[config.mk]
export PLATFORM = sky130hd
export DESIGN_NAME = rx_apb_port
export DESIGN_NICKNAME = d
export VERILOG_FILES = /design/src/source/mmio_pkg.sv /design/src/source/rx_apb_port.sv
export SDC_FILE = /design/constraint.sdc
export NUM_CORES = 1
export LEC_CHECK = 0
export ABC_CLOCK_PERIOD_IN_PS = 2200
export BUFFER_PORTS_ARGS = -buffer_cell sky130_fd_sc_hd__buf_2
export CORE_MARGIN = 3
export CORE_UTILIZATION = 33
export DETAILED_ROUTE_END_ITERATION = 16
export MAX_ROUTING_LAYER = met4
export PLACE_DENSITY = 0.85
export SLEW_MARGIN = 40
export SYNTH_ARGS = -nofsm -noshare
export SYNTH_HDL_FRONTEND = slang
export SYNTH_SLANG_ARGS = --single-unit
export TNS_END_PERCENT = 1
[constraint.sdc]
create_clock -name clk -period 2.2 [get_ports clk]
set_input_delay 0.11 -clock clk [delete_from_list [all_inputs] [get_ports clk]]
set_output_delay 0.11 -clock clk [all_outputs]
set_load 0.01 [all_outputs]
[src/source/mmio_pkg.sv]
package mmio_pkg;

    // ring geometry
    localparam int ring_words = 256;
    localparam int ring_bytes = ring_words * 4;

    typedef logic [11:0] addr_t;
    typedef logic [31:0] word_t;
    typedef logic [$clog2(ring_words)-1:0] word_index_t;
    typedef logic [$clog2(ring_bytes)-1:0] byte_pos_t;
    typedef logic [31:0] count_t;

    // address map, ring window is read only
    localparam addr_t buffer_base  = 12'h000;
    localparam addr_t buffer_size  = 12'h400;
    localparam addr_t tail_offset  = 12'h400;
    localparam addr_t count_offset = 12'h404;

    typedef struct packed {
        logic  psel;
        logic  penable;
        logic  pwrite;
        addr_t paddr;
        word_t pwdata;
    } apb_req_s;

    typedef struct packed {
        logic  pready;
        word_t prdata;
        logic  pslverr;
    } apb_rsp_s;

endpackage

[src/source/rx_apb_port.sv]
`timescale 1ns/1ns

module rx_apb_port (
    input  logic                  clk,
    input  logic                  reset,
    input  mmio_pkg::apb_req_s    req,
    output mmio_pkg::apb_rsp_s    rsp,
    output mmio_pkg::word_index_t rd_index,
    input  mmio_pkg::word_t       rd_word,
    input  mmio_pkg::byte_pos_t   tail,
    input  mmio_pkg::count_t      count,
    output logic                  count_clear
);

    typedef enum logic [1:0] {
        st_idle,
        st_wait,
        st_respond
    } state_t;

    state_t          state;
    logic            hit_buffer;
    logic            hit_tail;
    logic            hit_count;
    logic            access_err;
    mmio_pkg::word_t read_mux;
    logic            pready;
    logic            pslverr;
    mmio_pkg::word_t prdata;

    // address decode
    assign hit_buffer = (req.paddr - mmio_pkg::buffer_base) < mmio_pkg::buffer_size;
    assign hit_tail   = req.paddr == mmio_pkg::tail_offset;
    assign hit_count  = req.paddr == mmio_pkg::count_offset;

    // only count is writable
    assign access_err = req.pwrite ? !hit_count : !(hit_buffer || hit_tail || hit_count);

    // ring word is fetched during setup, ready in the first access cycle
    assign rd_index = req.paddr[9:2];

    always_comb begin
        read_mux = '0;
        if (hit_buffer) begin
            read_mux = rd_word;
        end else if (hit_tail) begin
            read_mux = mmio_pkg::word_t'(tail);
        end else if (hit_count) begin
            read_mux = count;
        end
    end

    always_ff @(posedge clk) begin
        if (reset) begin
            state       <= st_idle;
            pready      <= 1'b0;
            pslverr     <= 1'b0;
            count_clear <= 1'b0;
        end else begin
            count_clear <= 1'b0;
            case (state)
                st_idle: begin
                    // setup phase seen
                    if (req.psel && !req.penable) begin
                        state <= st_wait;
                    end
                end
                st_wait: begin
                    // first access cycle is the wait state
                    state       <= st_respond;
                    pready      <= 1'b1;
                    pslverr     <= access_err;
                    count_clear <= req.pwrite && hit_count;
                end
                default: begin
                    state   <= st_idle;
                    pready  <= 1'b0;
                    pslverr <= 1'b0;
                end
            endcase
        end
    end

    always_ff @(posedge clk) begin
        if (state == st_wait) begin
            prdata <= (!req.pwrite && !access_err) ? read_mux : '0;
        end
    end

    assign rsp = '{pready: pready, prdata: prdata, pslverr: pslverr};

endmodule

==> metrics.cfg, run 1 <==
[sta]
slew_headroom_pct=73.0
setup_tns_ns=0
clock_skew_ns=0.00185
rsz0062_at_grt=no
hold_violations=0
setup-violations-final=0
fin_ws_ns=0.765
whs_ns=0.0270
slew_viol_final=0
worst_pin_slew_ns=0.405
period_share_pct=65.2
period_minus_slack_ns=1.43
fmax_mhz=697

[min_path]
holdPathStages=2
min_from=reset
holdPathEnd=pready$_SDFFE_PP0P_
hp-class=in -> reg

[die]
placementRows=26
io_pins=166
die_width_um=79.2
dieArea_um2=6270
dieHeight_um=79.2
start_util_pct=34.4
coreArea_um2=5140

[synthesis]
syn-num-nets=274
synthTopCellsByArea=edfxtp_1 54%, a22oi_1 14%, dfxtp_1 5.7%
syn_area_um2=1770
synthCells=151
async_flop_share_pct=0
yosysUniqueCellTypes=25
avgSynthCellArea_um2=11.7
ys_ff_latch=37
synth_top_area_cell=edfxtp_1
synth-edff-count=32
yosysTopAreaCellShare_pct=54.4
ys.flop_type=edfxtp_1
ys_seq_area_share_pct=60.1
ys_warn_count=0

[final_layout]
area_growth_syn_to_layout_pct=43.1
drive_gt1_share_pct=55.8
nFillCells=508
nNetsFinal=401
final_area_um2=2530
diodes=0

[grt]
gr-total-overflow=0
grt_antenna_before_repair=0
grt_pass1_wl_um=7010
grt_max_degree=33
grt_pass1_vias=1558
track_usage_pct=14.6

[worst_setup_path]
r2r_setup_slack_ns=0.95
crit_path_cell_trace=buf_2 -> or4_4 -> nor4_4 -> buf_4 -> nand2_1 -> a21oi_1
worstSetupEndpointType=flip-flop
rr_worst_depth=2
arrival_ns=1.56
slowest_stage=or4_4
crit_fanout=16
cp_slowest_stage_delay_ns=0.56
worstSetupPathType=in -> reg
reg2reg_to=prdata[5]$_SDFFCE_PN0P_
start_kind=primary input
required_ns=2.32
regToRegStartpoint=state[0]$_SDFFE_PP0P_

[cts]
clk_latency_ns=0.28
cts_root_buf=clkbuf_8
clk_path_buf_depth=2
post_cts_resized=0
postCtsSetupRepairBufs=0
cts_tree=yes
numCtsBuffers=5
cts.sinks=37
h-tree-depth=2
path_clk_slew_ns=0.07
cts_hold_buf=0

[detailed_routing]
post-route-drc-count=0
drtPass1Iterations=4
first_iter_violations=82
routedWlPerCell_um=13.2
vias=1657
totalWireLength_um=4610
viasPerCell=4.76
postRouteAntennaNets=0

[status]
status=complete, no violations

[flow_run]
drv_cap=0

[power_and_ir_drop]
total_power_uw=1410
power_density_nw_per_um2=559
vdd_drop_max_mv=0.207
power_leakage_uw=0.000987

[place]
place_hpwl_um=3640
place.gp.congestion=0.760
portBuffers=133
dpl_cell_area_um2=2450
post-place-ws_ns=0.448

[registers in the layout, summed over array words and instances (netlist names)]
register and flops:
prdata 32, state 2, count_clear 1, pready 1, pslverr 1
[cell usage after synthesis, types with 2 or more instances]
| master | count |
|---|---|
| dfxtp_1 | 5 |
| a21oi_1 | 8 |
| buf_4 | 10 |
| nand2_1 | 11 |
| edfxtp_1 | 32 |
| buf_6 | 3 |
| a21oi_2 | 2 |
| buf_1 | 3 |
| clkbuf_1 | 3 |
| a22oi_1 | 32 |
| or4_4 | 2 |
| nor3_1 | 2 |
| nor2_1 | 25 |
| nor2b_1 | 2 |
[critical path: cells and delay by family]
kind                   cells  cell delay, ns
AO/OA/AOI/OAI              1            0.16
buffers and inverters      2            0.36
AND/OR/NAND/NOR            3            0.92
[worst max path at each step]
| stage | to | cells after the start | slack [ns] | start |
|---|---|---|---|---|
| finish | prdata[3]$_SDFFCE_PN0P_ | 6 | 0.77 | req[41] |
| global route | prdata[3]$_SDFFCE_PN0P_ | 6 | 0.65 | req[41] |
| CTS | prdata[3]$_SDFFCE_PN0P_ | 6 | 0.74 | req[41] |
| detailed placement | prdata[3]$_SDFFCE_PN0P_ | 6 | 0.45 | req[41] |
| global placement | prdata[3]$_SDFFCE_PN0P_ | 6 | 0.46 | req[41] |
| floorplan | prdata[0]$_SDFFCE_PN0P_ | 1 | 0.57 | state[0]$_SDFFE_PP0P_ |
[per-stage QoR]
step                cells  util [%]
floorplan             151         -
global placement      341      47.7
detailed placement    341      47.7
CTS                   348      49.2
global route          348      49.2
finish                348      49.2
[per-layer routing]
| metal | track usage (%) | wire length [µm] |
|---|---|---|
| met1 | 16.1 | 1700 |
| met4 | 6.01 | 54 |
| met2 | 25.8 | 2480 |
| met3 | 3.06 | 370 |
| met5 | - | 0 |
[area by class of cell]
class | count | area (µm²) | share of cell area, %
Sequential cell | 37 | 1060 | 42.0
Timing Repair Buffer | 140 | 718 | 28.4
Multi-Input combinational cell | 94 | 586 | 23.2
Tap cell | 70 | 87.6 | 3.46
Clock buffer | 6 | 72.6 | 2.87
Clock inverter | 1 | 3.75 | 0.148
[logic make-up after synthesis]
logic type,share of synthesized area (%)
compound gates,18.2
buf+inv,7.72
flops,60.1
simple gates,14.0
[cells in the final DEF (no fill, tap or decap), types with 2 or more instances in the layout]
cell,instances
a21oi_1,8
nor3_1,2
a22oi_1,32
buf_4,7
nor2_1,24
or4_4,2
edfxtp_1,32
dfxtp_1,5
nand2_1,11
a21oi_2,2
clkbuf_8,5
buf_2,133
[report_power, final]
group	total [µW]	internal (µW)	switching, µW
clock	426	213	213
combinational	197	102	94.2
sequential	790	783	6.98
No activity file was read; power rests on OpenSTA's default activity.
==> run 2: changes to the inputs <==
--- a/config.mk
+++ b/config.mk
@@ -5,13 +5,13 @@
 export SDC_FILE = /design/constraint.sdc
 export NUM_CORES = 1
 export LEC_CHECK = 0
-export ABC_CLOCK_PERIOD_IN_PS = 2200
+export ABC_CLOCK_PERIOD_IN_PS = 1360
 export BUFFER_PORTS_ARGS = -buffer_cell sky130_fd_sc_hd__buf_2
 export CORE_MARGIN = 3
-export CORE_UTILIZATION = 33
+export CORE_UTILIZATION = 37
 export DETAILED_ROUTE_END_ITERATION = 16
 export MAX_ROUTING_LAYER = met4
-export PLACE_DENSITY = 0.85
+export PLACE_DENSITY = 0.9
 export SLEW_MARGIN = 40
 export SYNTH_ARGS = -nofsm -noshare
 export SYNTH_HDL_FRONTEND = slang
==> constraint.sdc (replaced) <==
create_clock -name clk -period 1.36 [get_ports clk]
set_input_delay 0.068 -clock clk [delete_from_list [all_inputs] [get_ports clk]]
set_output_delay 0.068 -clock clk [all_outputs]
set_load 0.01 [all_outputs]
==> run 2 against run 1 <==
  * Core utilization up 11 points
  * Sequential power up 62%
  * Largest power group unchanged
  * The flow now finishes with violations (setup timing)
  * Clock skew up 0.0018 ns
  * Flip-flop and latch count unchanged
  * Via count up 5.0%
==> metrics.cfg, run 2 (synthesis gave the netlist of run 1 again) <==
[status]
status=finished with violations  ; was complete, no violations
violations=setup timing

[grt]
grt_pass1_wl_um=6920  ; was 7010 µm
grt_max_degree=33  ; unchanged
grt_antenna_before_repair=0  ; unchanged
gr-total-overflow=0  ; unchanged
track_usage_pct=16.8  ; was 14.6%
grt_pass1_vias=1602  ; was 1,558

[worst_setup_path]
required_ns=1.53  ; was 2.32 ns
arrival_ns=1.59  ; was 1.56 ns
slowest_stage=or4_4  ; unchanged
start_kind=primary input  ; unchanged
worstSetupEndpointType=flip-flop  ; unchanged
cp_slowest_stage_delay_ns=0.56  ; about the same
worstSetupPathType=in -> reg  ; unchanged
crit_top_cell=buf_6
crit_fanout=8  ; was 16
crit_path_cell_trace=buf_6 -> or4_4 -> nor4_4 -> buf_6 -> buf_8 -> nor2b_1 -> a22o_1  ; was buf_2 -> or4_4 -> nor4_4 -> buf_4 -> nand2_1 -> a21oi_1

[final_layout]
final_cell_mix=132 x buf_2, 32 x edfxtp_1, 31 x a22oi_1  ; was 133 x buf_2, 32 x a22oi_1, 32 x edfxtp_1
diodes=0  ; unchanged
nNetsFinal=411  ; was 401
nFillCells=364  ; was 508
largest_reg_flops=32  ; unchanged
drive_gt1_share_pct=59.4  ; was 55.8%
reg.largest.list=prdata x32, state x2  ; unchanged
mostFrequentLayoutCell=buf_2  ; unchanged
layout.cells.non_filler=340  ; was 348
largest-register=prdata  ; unchanged
area_growth_syn_to_layout_pct=51.6  ; was 43.1%

[sta]
whs_ns=0.0345  ; was 0.0270 ns
slew_viol_final=0  ; unchanged
period_share_pct=104
hold_violations=0  ; unchanged
fmax_mhz=704
worst_pin_slew_ns=0.299  ; was 0.405 ns
clock_skew_ns=0.00367  ; was 0.00185 ns
period_minus_slack_ns=1.42
setup_tns_ns=-0.635  ; was 0 ns
slew_headroom_pct=80.0  ; was 73.0%
rsz0062_at_grt=yes  ; was no
setup-violations-final=23  ; was 0
fin_ws_ns=-0.0605  ; was 0.765 ns

[die]
io_pins=166  ; unchanged
start_util_pct=39.5  ; was 34.4%
coreArea_um2=4470  ; was 5140 µm²
dieHeight_um=75.1  ; was 79.2 µm
placementRows=24  ; was 26
die_width_um=75.1  ; was 79.2 µm
dieArea_um2=5640  ; was 6270 µm²

[place]
placedCellCount=327  ; was 341
place.gp.congestion=0.747  ; was 0.760
portBuffers=133  ; unchanged
place_hpwl_um=3700  ; was 3640 µm
post-place-ws_ns=-0.330  ; was 0.448 ns

[detailed_routing]
vias=1740  ; was 1,657
viasPerCell=5.12  ; was 4.76
drtPass1Iterations=4  ; unchanged
post-route-drc-count=0  ; unchanged
first_iter_violations=113  ; was 82
routedWlPerCell_um=14.7  ; was 13.2 µm
totalWireLength_um=5000  ; was 4610 µm
postRouteAntennaNets=0  ; unchanged

[power_and_ir_drop]
power_leakage_uw=0.00105  ; was 0.000987 µW
vdd_drop_max_mv=0.454  ; was 0.207 mV
power_density_nw_per_um2=863  ; was 559 nW/µm²

[cts]
h-tree-depth=2  ; unchanged
clk_path_buf_depth=2  ; unchanged
cts_root_buf=clkbuf_8  ; unchanged
clk_latency_ns=0.28  ; about the same
path_clk_slew_ns=0.06  ; was 0.07 ns
cts.sinks=37  ; unchanged
cts_tree=yes  ; unchanged
numCtsBuffers=5  ; unchanged

[flow_run]
drv_cap=0  ; unchanged

[min_path]
hp-class=in -> reg  ; unchanged

run 2: power breakdown:
part | total [µW] | switching, µW | internal, µW
registers | 1280 | 11.6 | 1270
clock network | 693 | 348 | 345
logic | 340 | 159 | 180
run 2: cell type report:
| type | instances | area (µm²) | share of cell area [%] |
|---|---|---|---|
| clock inverter | 1 | 3.75 | 0.140 |
| sequential | 37 | 1060 | 39.6 |
| tap | 52 | 65.1 | 2.43 |
| timing repair buffer | 150 | 862 | 32.2 |
| clock buffer | 6 | 72.6 | 2.71 |
| multi-input combinational | 94 | 613 | 22.9 |
run 2: through the flow:
step | total power (µW) | util [%] | cell area [µm²]
after CTS | 2330 | 57.5 | 2570
after detailed placement | 1640 | 55.3 | 2470
after floorplan | 1440 | - | 1770
after global routing | 2420 | 59.8 | 2680
after global placement | 1630 | 55.3 | 2470
final | 2310 | 59.8 | 2680
run 2: what timing repair did:
item                                    in CTS  in global routing
hold endpoints to repair                     1                  0
gates resized for setup                      4                 16
pin swaps                                    1                 10
endpoints found under the setup margin      10                 30
hold buffers                                 1                  0
buffers inserted                             0                  2
gates cloned                                 0                  3
run 2: final timing paths:
kind	start	cells after the start	slack [ns]	end
min reg2reg	pslverr$_SDFFE_PP0P_	1	0.48	pslverr$_SDFFE_PP0P_
min	req[46]	2	0.03	state[0]$_SDFFE_PP0P_
max reg2reg	state[0]$_SDFFE_PP0P_	2	0.30	prdata[25]$_SDFFCE_PN0P_
max	req[38]	7	-0.06	pslverr$_SDFFE_PP0P_
run 2: worst max-delay path: cells and delay by family:
| kind | cells | cell delay, ns |
|---|---|---|
| compound gates | 1 | 0.18 |
| simple gates | 3 | 0.93 |
| buf+inv | 3 | 0.41 |
run 2: routing by layer:
layer | GRT usage [%] | wire length [µm] | vias up
met5 | - | 0 | -
met1 | 18.1 | 1880 | 818
met2 | 29.1 | 2690 | 79
met3 | 4.81 | 388 | 6
met4 | 6.32 | 48 | 0
li1 | - | - | 837
