==> src/source/uart_pkg.sv <==
package uart_pkg;

    // system clocks per serial bit, 3.125 Mbaud at 50 MHz
    localparam int clks_per_bit = 16;

    // start edge to start bit center
    localparam int half_bit = clks_per_bit / 2;

    // 8N1 frame payload
    localparam int data_bits = 8;

    // clock position inside one bit period
    typedef logic [$clog2(clks_per_bit)-1:0] bit_clk_t;

    // index of the data bit being received
    typedef logic [$clog2(data_bits)-1:0] bit_index_t;

    typedef logic [data_bits-1:0] uart_byte_t;

    // one received byte, valid is a single-cycle strobe
    typedef struct packed {
        logic       valid;
        uart_byte_t data;
    } rx_byte_s;

endpackage

==> src/source/uart_rx.sv <==
`timescale 1ns/1ns

module uart_rx (
    input  logic               clk,
    input  logic               reset,
    input  logic               rx,
    output uart_pkg::rx_byte_s byte_out
);

    typedef enum logic [1:0] {
        st_idle,
        st_start,
        st_data,
        st_stop
    } state_t;

    state_t               state;
    logic                 rx_meta;
    logic                 rx_sync;
    uart_pkg::bit_clk_t   clk_cnt;
    uart_pkg::bit_index_t bit_idx;
    uart_pkg::uart_byte_t shift_reg;
    logic                 valid;
    logic                 start_center;
    logic                 bit_center;

    // rx is asynchronous to clk, line idles high
    always_ff @(posedge clk) begin
        if (reset) begin
            rx_meta <= 1'b1;
            rx_sync <= 1'b1;
        end else begin
            rx_meta <= rx;
            rx_sync <= rx_meta;
        end
    end

    assign start_center = clk_cnt == uart_pkg::bit_clk_t'(uart_pkg::half_bit - 1);
    assign bit_center   = clk_cnt == uart_pkg::bit_clk_t'(uart_pkg::clks_per_bit - 1);

    always_ff @(posedge clk) begin
        if (reset) begin
            state   <= st_idle;
            clk_cnt <= '0;
            bit_idx <= '0;
            valid   <= 1'b0;
        end else begin
            valid <= 1'b0;
            case (state)
                st_idle: begin
                    clk_cnt <= '0;
                    bit_idx <= '0;
                    if (!rx_sync) begin
                        state <= st_start;
                    end
                end
                st_start: begin
                    clk_cnt <= clk_cnt + 1'b1;
                    // still low at mid start bit, otherwise a glitch
                    if (start_center) begin
                        clk_cnt <= '0;
                        state   <= rx_sync ? st_idle : st_data;
                    end
                end
                st_data: begin
                    clk_cnt <= clk_cnt + 1'b1;
                    if (bit_center) begin
                        bit_idx <= bit_idx + 1'b1;
                        if (bit_idx == uart_pkg::bit_index_t'(uart_pkg::data_bits - 1)) begin
                            state <= st_stop;
                        end
                    end
                end
                default: begin
                    clk_cnt <= clk_cnt + 1'b1;
                    // stop bit level is not checked
                    if (bit_center) begin
                        valid <= 1'b1;
                        state <= st_idle;
                    end
                end
            endcase
        end
    end

    // lsb first, shift in from the top
    always_ff @(posedge clk) begin
        if (state == st_data && bit_center) begin
            shift_reg <= {rx_sync, shift_reg[uart_pkg::data_bits-1:1]};
        end
    end

    assign byte_out = '{valid: valid, data: shift_reg};

endmodule

==> config.mk <==
export PLATFORM = sky130hd
export DESIGN_NAME = uart_rx
export DESIGN_NICKNAME = d
export VERILOG_FILES = /design/src/source/uart_pkg.sv /design/src/source/uart_rx.sv
export SDC_FILE = /design/constraint.sdc
export NUM_CORES = 1
export LEC_CHECK = 0
export BUFFER_PORTS_ARGS = -buffer_cell sky130_fd_sc_hd__buf_2
export CAP_MARGIN = 20
export CORE_UTILIZATION = 52
export DETAILED_ROUTE_END_ITERATION = 12
export PLACE_DENSITY = 0.84
export SLEW_MARGIN = 20
export SYNTH_ARGS = -nofsm -noshare
export SYNTH_HDL_FRONTEND = slang
export SYNTH_SLANG_ARGS = --single-unit
==> constraint.sdc <==
create_clock -name clk -period 2.12 [get_ports clk]
set_input_delay 0.424 -clock clk [delete_from_list [all_inputs] [get_ports clk]]
set_output_delay 0.424 -clock clk [all_outputs]
set_load 0.05 [all_outputs]
==> results.yml, run 1 <==
clock_network:
  path_clk_slew_ns: 0.10
  cts-resized-gates: 0
  cts_sinks: 20
  cts_max_path_buffers: 2
  postCtsHoldBufs: 0
  cts_root_buf: "clkbuf_4"
  post_cts_buffers: 0
  worstSkewPairLatency_ns: 0.29
  cts_htree_levels: 1
  cts_tree: "done"
  cts_made_buffers: 3
layout:
  finalNetCount: 85
  antenna_cells: 0
  fillers: 109
  area_delta_synth_final_pct: 9.19
  finish.utilization_pct: 63.9
  largest_reg_flops: 8
  drive_gt1_share_pct: 21.8
  finalNonFillerCells: 93
pwr:
  p_clk_share_pct: 33.4
  ir_drop_v: 0.000417
  fin_total_pwr_w: 0.000626
  p_leak_nw: 0.313
  swShare_pct: 18.4
  switchingPower_w: 0.000115
  p_comb_share_pct: 2.0
  p_seq_share_pct: 64.6
  internal_power_w: 0.000511
  p_per_area_mw_per_mm2: 726
timing:
  rsz0062_at_grt: "false"
  layout_min_cycle_time_ns: 1.66
  relSlewSlack_pct: 69.2
  report.final.slew_viol_count: 0
  tightest_slew_ns: 0.461
  fin_tns_setup_ns: 0
  fmaxAchievable_ghz: 0.603
  setup_viol: 0
  hold_viol: 0
  fin_crit_sh_pct: 78.3
  finClkSkew_ns: 0.00252
logic_synthesis:
  synthesis.nets: 75
  async_flop_share_pct: 0
  yosys_most_used_dff: "dfxtp_1"
  synth_commonest_cells: "dfxtp_1 (12), edfxtp_1 (8), nand3_1 (8)"
  yosysTopAreaCellShare_pct: 30.4
  yosys.area.top_type: "dfxtp_1"
  synth_area_per_cell_um2: 11.4
  synth_edf_count: 8
  netlist_area_um2: 790
  synth_area_leaders: "dfxtp_1 (30%), edfxtp_1 (30%), nand3_1 (5.1%)"
  ys_ff_latch: 20
  synth_warnings: 0
  netlist-cell-type-count: 27
  seq_area_frac_synth_pct: 60.9
  synth_most_common_cell: "dfxtp_1"
  syn-instance-count: 69
hold_path:
  min_path_type: "input pin to register"
setup_path:
  critical_path.startpoint_type: "register"
  path_delay_family: "simple AND/OR/NAND/NOR gates"
  worst_ep_required_time_ns: 2.09
  critPathMaxStageDelay_ns: 0.37
  worstPathCellList: "ha_1 -> and4b_1 -> and2_1"
  cp.arrival_ns: 1.63
  crit_slowest_cell: "dfxtp_1"
  critPathCaptureType: "register"
  critical_path.max_fanout: 8
  crit_type: "register to register"
  cp.buffers_inverters: 0
floorplan:
  start_util_pct: 58.5
  core_region_area_mm2: 0.00135
  dieArea_mm2: 0.00168
  die_w_um: 41.0
  num_rows: 13
  ios: 12
  die_h_um: 41.0
drt:
  routed_wl_mm: 1.22
  remaining_drc_errors: 0
  drt-vias-per-instance: 5.78
  drtIter0Drc: 7
  vias: 538
  wl_per_cell_um: 13.1
  first_pass_iters: 4
  postRouteAntennaNets: 0
global_routing:
  antenna_found_initial: 0
  grt_pass1_wl_mm: 1.95
  overflow: 0
  grt.total_usage_pct: 18.3
  grt_pass1_vias: 463
  grt_max_degree: 17
place:
  place_inst: 89
  dpl.hpwl_um: 903
  numPortBuffers: 11
  globalplace.congestion: 0.731
outcome:
  status: "completed"
run:
  maxCapViolations: 0
==> power groups by stage <==
stage               Sequential, W  Clock, W  Combinational (W)
finish                   0.000404  0.000209          0.0000126
detailed placement       0.000413         0          0.0000127
global placement         0.000413         0          0.0000120
global route             0.000405  0.000231          0.0000141
floorplan                0.000410         0          0.0000125
CTS                      0.000404  0.000212          0.0000126
==> routing by layer <==
metal	vias up	share of wire, %	track usage (%)
met5	-	0	0
met4	0	2.1	10.0
met3	4	3.7	3.26
met2	15	49	30.5
met1	252	46	22.1
li1	267	-	-
==> path summary, 6_finish.rpt <==
check | from | end | slack, ns | cells past startpoint
min reg2reg | rx_meta | rx_sync | 0.42 | 1
min | rx | rx_meta | 0.31 | 2
max reg2reg | clk_cnt[0] | shift_reg[2] | 0.46 | 3
max | clk_cnt[0] | shift_reg[2] | 0.46 | 3
==> layout make-up <==
type	count	area, µm²	share of cell area, %
Sequential cell	20	480	55.7
Multi-Input combinational cell	43	272	31.5
Timing Repair Buffer	11	55.1	6.39
Clock buffer	4	36.3	4.21
Tap cell	15	18.8	2.18
==> cells in the final DEF, fill, tap and decap left out, drive strengths merged <==
cell    synthesis  routed
edfxtp          8       8
nand3b          2       2
buf             4      11
ha              3       3
xor2            1       1
a21oi           2       2
nand4           1       1
o21a            1       1
a41oi           1       1
xnor2           1       1
nand3           8       8
and2            2       2
a31oi           3       3
o21bai          1       1
nor2            3       3
o21ai           1       1
nand2           4       4
and4b           1       1
dfxtp          12      12
nor3            4       4
or2             2       2
o311ai          1       1
clkbuf          2       4
nor3b           1       1
==> cell families (layout without fill, tap and decap cells) <==
family | after synthesis | in the layout | synth area share (%)
and+or+nand+nor | 28 | 28 | 19.0
DFF | 20 | 20 | 60.9
AOI/OAI and AO/OA | 10 | 10 | 8.40
buffers and inverters | 6 | 15 | 4.75
adders and majority gates | 3 | 3 | 4.75
xor gates and xnor gates | 2 | 2 | 2.22
==> through the flow <==
step / setup WS [ns] / area [µm²] / hold slack (ns)
finish: 0.460 / 862 / 0.310
global route: 0.371 / 862 / 0.302
CTS: 0.455 / 862 / 0.312
detailed placement: 0.460 / 826 / 0.395
global placement: 0.539 / 826 / 0.394
floorplan: 0.614 / 790 / 0.389
Power figures use the tool's default switching activity.
==> run 2, diff against run 1 <==
Settings changed: CORE_UTILIZATION 52 to 47, PLACE_DENSITY 0.84 to 0.81.
Clock period 2.12 ns to 1.52 ns, I/O delays scaled along.
==> results.yml, run 2 (synthesis gave the netlist of run 1 again) <==
outcome:
  status: "completed"
timing:
  relSlewSlack_pct: 77.8
  setup_viol: 0
  fin_crit_sh_pct: 91.9
  rsz0062_at_grt: "false"
  fmaxAchievable_ghz: 0.716
  worst_hold_slack_ns: 0.185
  finClkSkew_ns: 0.00369
  report.final.slew_viol_count: 0
  tightest_slew_ns: 0.332
  hold_viol: 0
  layout_min_cycle_time_ns: 1.40
  fin_tns_setup_ns: 0
drt:
  postRouteAntennaNets: 0
  vias: 531
  drt-vias-per-instance: 5.36
  first_pass_iters: 4
  routed_wl_mm: 1.15
  wl_per_cell_um: 11.6
  drtIter0Drc: 12
  remaining_drc_errors: 0
setup_path:
  critical_path.startpoint_type: "register"
  crit_slowest_cell: "dfxtp_1"
  crit_type: "register to register"
  worst_ep_required_time_ns: 1.50
  cp.arrival_ns: 1.37
  cp.buffers_inverters: 0
  worstPathCellList: "ha_1 -> and4b_1 -> and2_1"
  path_delay_family: "simple AND/OR/NAND/NOR gates"
  critPathCaptureType: "register"
  critical_path.max_fanout: 8
  critPathMaxStageDelay_ns: 0.36
global_routing:
  antenna_found_initial: 0
  grt_pass1_wl_mm: 2.02
  grt.total_usage_pct: 15.1
  overflow: 0
  grt_pass1_vias: 461
  grt_max_degree: 16
layout:
  mostFrequentLayoutCells: "dfxtp_1 (12), buf_2 (11), nand3_1 (8), edfxtp_1 (8), buf_4 (5)"
  drive_gt1_share_pct: 25.3
  largest_reg_flops: 8
  area_delta_synth_final_pct: 12.8
  fillers: 133
  layout_commonest_cell: "dfxtp_1"
  antenna_cells: 0
  finalNetCount: 90
clock_network:
  post_cts_buffers: 0
  cts_max_path_buffers: 2
  worstSkewPairLatency_ns: 0.30
  cts_tree: "done"
  postCtsHoldBufs: 0
  path_clk_slew_ns: 0.10
  cts_htree_levels: 1
  cts_sinks: 20
  cts-resized-gates: 0
  cts_made_buffers: 3
  cts_root_buf: "clkbuf_4"
pwr:
  internal_power_w: 0.000664
  p_leak_nw: 0.335
  p_per_area_mw_per_mm2: 933
  p_seq_share_pct: 67.4
  p_clk_share_pct: 29.9
  switchingPower_w: 0.000168
  swShare_pct: 20.2
  p_comb_share_pct: 2.7
  ir_drop_v: 0.000655
floorplan:
  ios: 12
  num_rows: 14
  dieArea_mm2: 0.00185
  core_region_area_mm2: 0.00154
  die_w_um: 43.0
  die_h_um: 43.0
  start_util_pct: 51.2
run:
  maxCapViolations: 0
hold_path:
  min_path_type: "input pin to register"
place:
  globalplace.congestion: 0.775
  numPortBuffers: 11
  dpl.hpwl_um: 857
run 2: changes by cell type in the layout (fill, tap and decap cells not counted):
cell and change:
clkinv_1 +1, clkbuf_8 -1, buf_4 +5
run 2: metrics by stage:
stage | utilization [%] | cells | total power [W] | area [µm²] | setup WS, ns
floorplan | - | 69 | 0.000590 | 790 | 0.0140
global placement | 56.1 | 95 | 0.000594 | 865 | 0.166
detailed placement | 56.1 | 95 | 0.000595 | 865 | 0.111
CTS | 57.8 | 99 | 0.000841 | 891 | 0.100
global route | 57.8 | 99 | 0.000862 | 891 | 0.0427
finish | 57.8 | 99 | 0.000831 | 891 | 0.123
run 2: area by class of cell:
type,instances,area [µm²],share of cell area (%)
Clock buffer,3,22.5,2.53
Clock inverter,1,3.75,0.421
Multi-Input combinational cell,43,272,30.5
Sequential cell,20,480,53.9
Tap cell,16,20.0,2.25
Timing Repair Buffer,16,92.6,10.4
run 2: worst paths after layout:
kind	from	to	slack, ns	depth (start not counted)
worst max-delay path	clk_cnt[0]	shift_reg[6]	0.12	3
worst min-delay path	rx	rx_meta	0.18	2
worst max register to register	clk_cnt[0]	shift_reg[6]	0.12	3
worst min register to register	rx_meta	rx_sync	0.43	1
run 2: power by group through the flow:
stage,Sequential (W),Clock (W),Combinational [W]
2_1_floorplan,0.000572,0,0.0000174
3_3_place_gp,0.000573,0,0.0000216
3_5_place_dp,0.000573,0,0.0000221
4_1_cts,0.000561,0.000259,0.0000222
5_1_grt,0.000562,0.000275,0.0000252
6_report,0.000560,0.000249,0.0000221
run 2: layer usage:
layer	track usage (%)	wire [µm]	vias to the layer above
met3	2.55	53	2
met4	9.09	21	0
li1	-	-	277
met2	23.3	542	17
met5	0	0	-
met1	19.6	533	235
==> run 3, diff against run 2 <==
Settings changed: RECOVER_POWER set to 25.
==> results.yml, run 3 (synthesis gave the netlist of run 1 again) <==
place:
  dpl.hpwl_um: 857
  pre_cts_slack_ns: 0.111
  place_area_um2: 865
  place_inst: 95
  numPortBuffers: 11
  globalplace.congestion: 0.775
clock_network:
  cts_made_buffers: 3
  cts_sinks: 20
  cts-resized-gates: 0
  post_cts_buffers: 0
  cts_root_buf: "clkbuf_4"
  cts_htree_levels: 1
  path_clk_slew_ns: 0.10
  worstSkewPairLatency_ns: 0.30
  cts_max_path_buffers: 2
  postCtsHoldBufs: 0
  cts_tree: "done"
global_routing:
  grt_pass1_vias: 461
  grt_max_degree: 16
  antenna_found_initial: 0
  grt.total_usage_pct: 15.1
  grt_pass1_wl_mm: 2.02
  overflow: 0
drt:
  wl_per_cell_um: 11.6
  wl_met1_um: 527
  vias: 532
  first_pass_iters: 4
  top_layer: "met4"
  dr_wl_met2_um: 549
  drt-vias-per-instance: 5.37
  postRouteAntennaNets: 0
  drtIter0Drc: 12
  routed_wl_mm: 1.15
  remaining_drc_errors: 0
  met3_length_um: 54
pwr:
  p_per_area_mw_per_mm2: 934
  fin_total_pwr_w: 0.000831
  p_leak_nw: 0.332
  switchingPower_w: 0.000168
  p_seq_share_pct: 67.5
  internal_power_w: 0.000663
  swShare_pct: 20.2
  p_comb_share_pct: 2.6
  ir_drop_v: 0.000655
  p_clk_share_pct: 29.9
setup_path:
  critical_path.startpoint_type: "register"
  crit_type: "register to register"
  worstPathCellList: "ha_1 -> and4b_1 -> and2_1"
  cp.arrival_ns: 1.37
  crit_slowest_cell: "dfxtp_1"
  critical_path.max_fanout: 8
  worst_ep_required_time_ns: 1.50
  critPathCaptureType: "register"
  critPathMaxStageDelay_ns: 0.36
timing:
  fin_tns_setup_ns: 0
  setup_ws_ns: 0.123
  finClkSkew_ns: 0.00377
  report.final.slew_viol_count: 0
  setup_viol: 0
  fmaxAchievable_ghz: 0.716
  relSlewSlack_pct: 67.4
  tightest_slew_ns: 0.489
  fin_crit_sh_pct: 91.9
  rsz0062_at_grt: "false"
  hold_viol: 0
  layout_min_cycle_time_ns: 1.40
layout:
  finalNonFillerCells: 99
  layout_commonest_cell: "dfxtp_1"
  drive_gt1_share_pct: 24.1
  area_delta_synth_final_pct: 12.7
  finish.instance_area_um2: 890
  mostFrequentLayoutCells: "dfxtp_1 (12), buf_2 (10), nand3_1 (8), edfxtp_1 (8), buf_4 (5)"
  finalNetCount: 90
  fillers: 133
  largest_reg_flops: 8
  antenna_cells: 0
  multi_input_area_um2: 272
  seqCellArea_um2: 480
floorplan:
  dieArea_mm2: 0.00185
  start_util_pct: 51.2
  die_w_um: 43.0
  num_rows: 14
  die_h_um: 43.0
  ios: 12
  core_region_area_mm2: 0.00154
outcome:
  status: "completed"
run:
  maxCapViolations: 0
hold_path:
  min_path_type: "input pin to register"
-- run 3: cell count changes in the layout (fill, tap and decap cells not counted) --
cell and delta:
clkbuf_1 +1, buf_2 -1
-- run 3: layer usage --
layer | up-vias | track usage [%]
met1 | 236 | 19.6
met3 | 2 | 2.55
met4 | 0 | 9.09
met2 | 17 | 23.3
li1 | 277 | -
met5 | - | 0
-- run 3: cell type report --
cell class	count	share of cell area [%]
well taps	16	2.25
clock buffers	3	2.53
repair buffers	16	10.3
flip-flops and latches	20	54.0
clock inverters	1	0.422
multi-input cells	43	30.5
-- run 3: final timing paths --
path                   start      endpoint  slack, ns  cells after the start
hold / removal            rx       rx_meta       0.19                      2
setup reg to reg  clk_cnt[0]  shift_reg[6]       0.12                      3
hold reg to reg      rx_meta       rx_sync       0.43                      1
setup / recovery  clk_cnt[0]  shift_reg[6]       0.12                      3
-- run 3: through the flow --
step	hold slack (ns)	util, %
floorplan	0.389	-
global placement	0.392	56.1
detailed placement	0.411	56.1
CTS	0.176	57.8
global route	0.185	57.7
finish	0.185	57.7
-- run 3: power by group through the flow --
stage | registers, W | clock network (W) | logic [W]
2_1_floorplan | 0.000572 | 0 | 0.0000174
3_3_place_gp | 0.000573 | 0 | 0.0000216
3_5_place_dp | 0.000573 | 0 | 0.0000221
4_1_cts | 0.000561 | 0.000259 | 0.0000222
5_1_grt | 0.000562 | 0.000275 | 0.0000248
6_report | 0.000560 | 0.000249 | 0.0000216
-- run 3: critical path: cells and delay by family (launching register included) --
| family | cells | cell delay [ns] |
|---|---|---|
| flip-flops | 1 | 0.36 |
| AND/OR/NAND/NOR | 2 | 0.54 |
| adder cells (fa/ha/maj) | 1 | 0.17 |
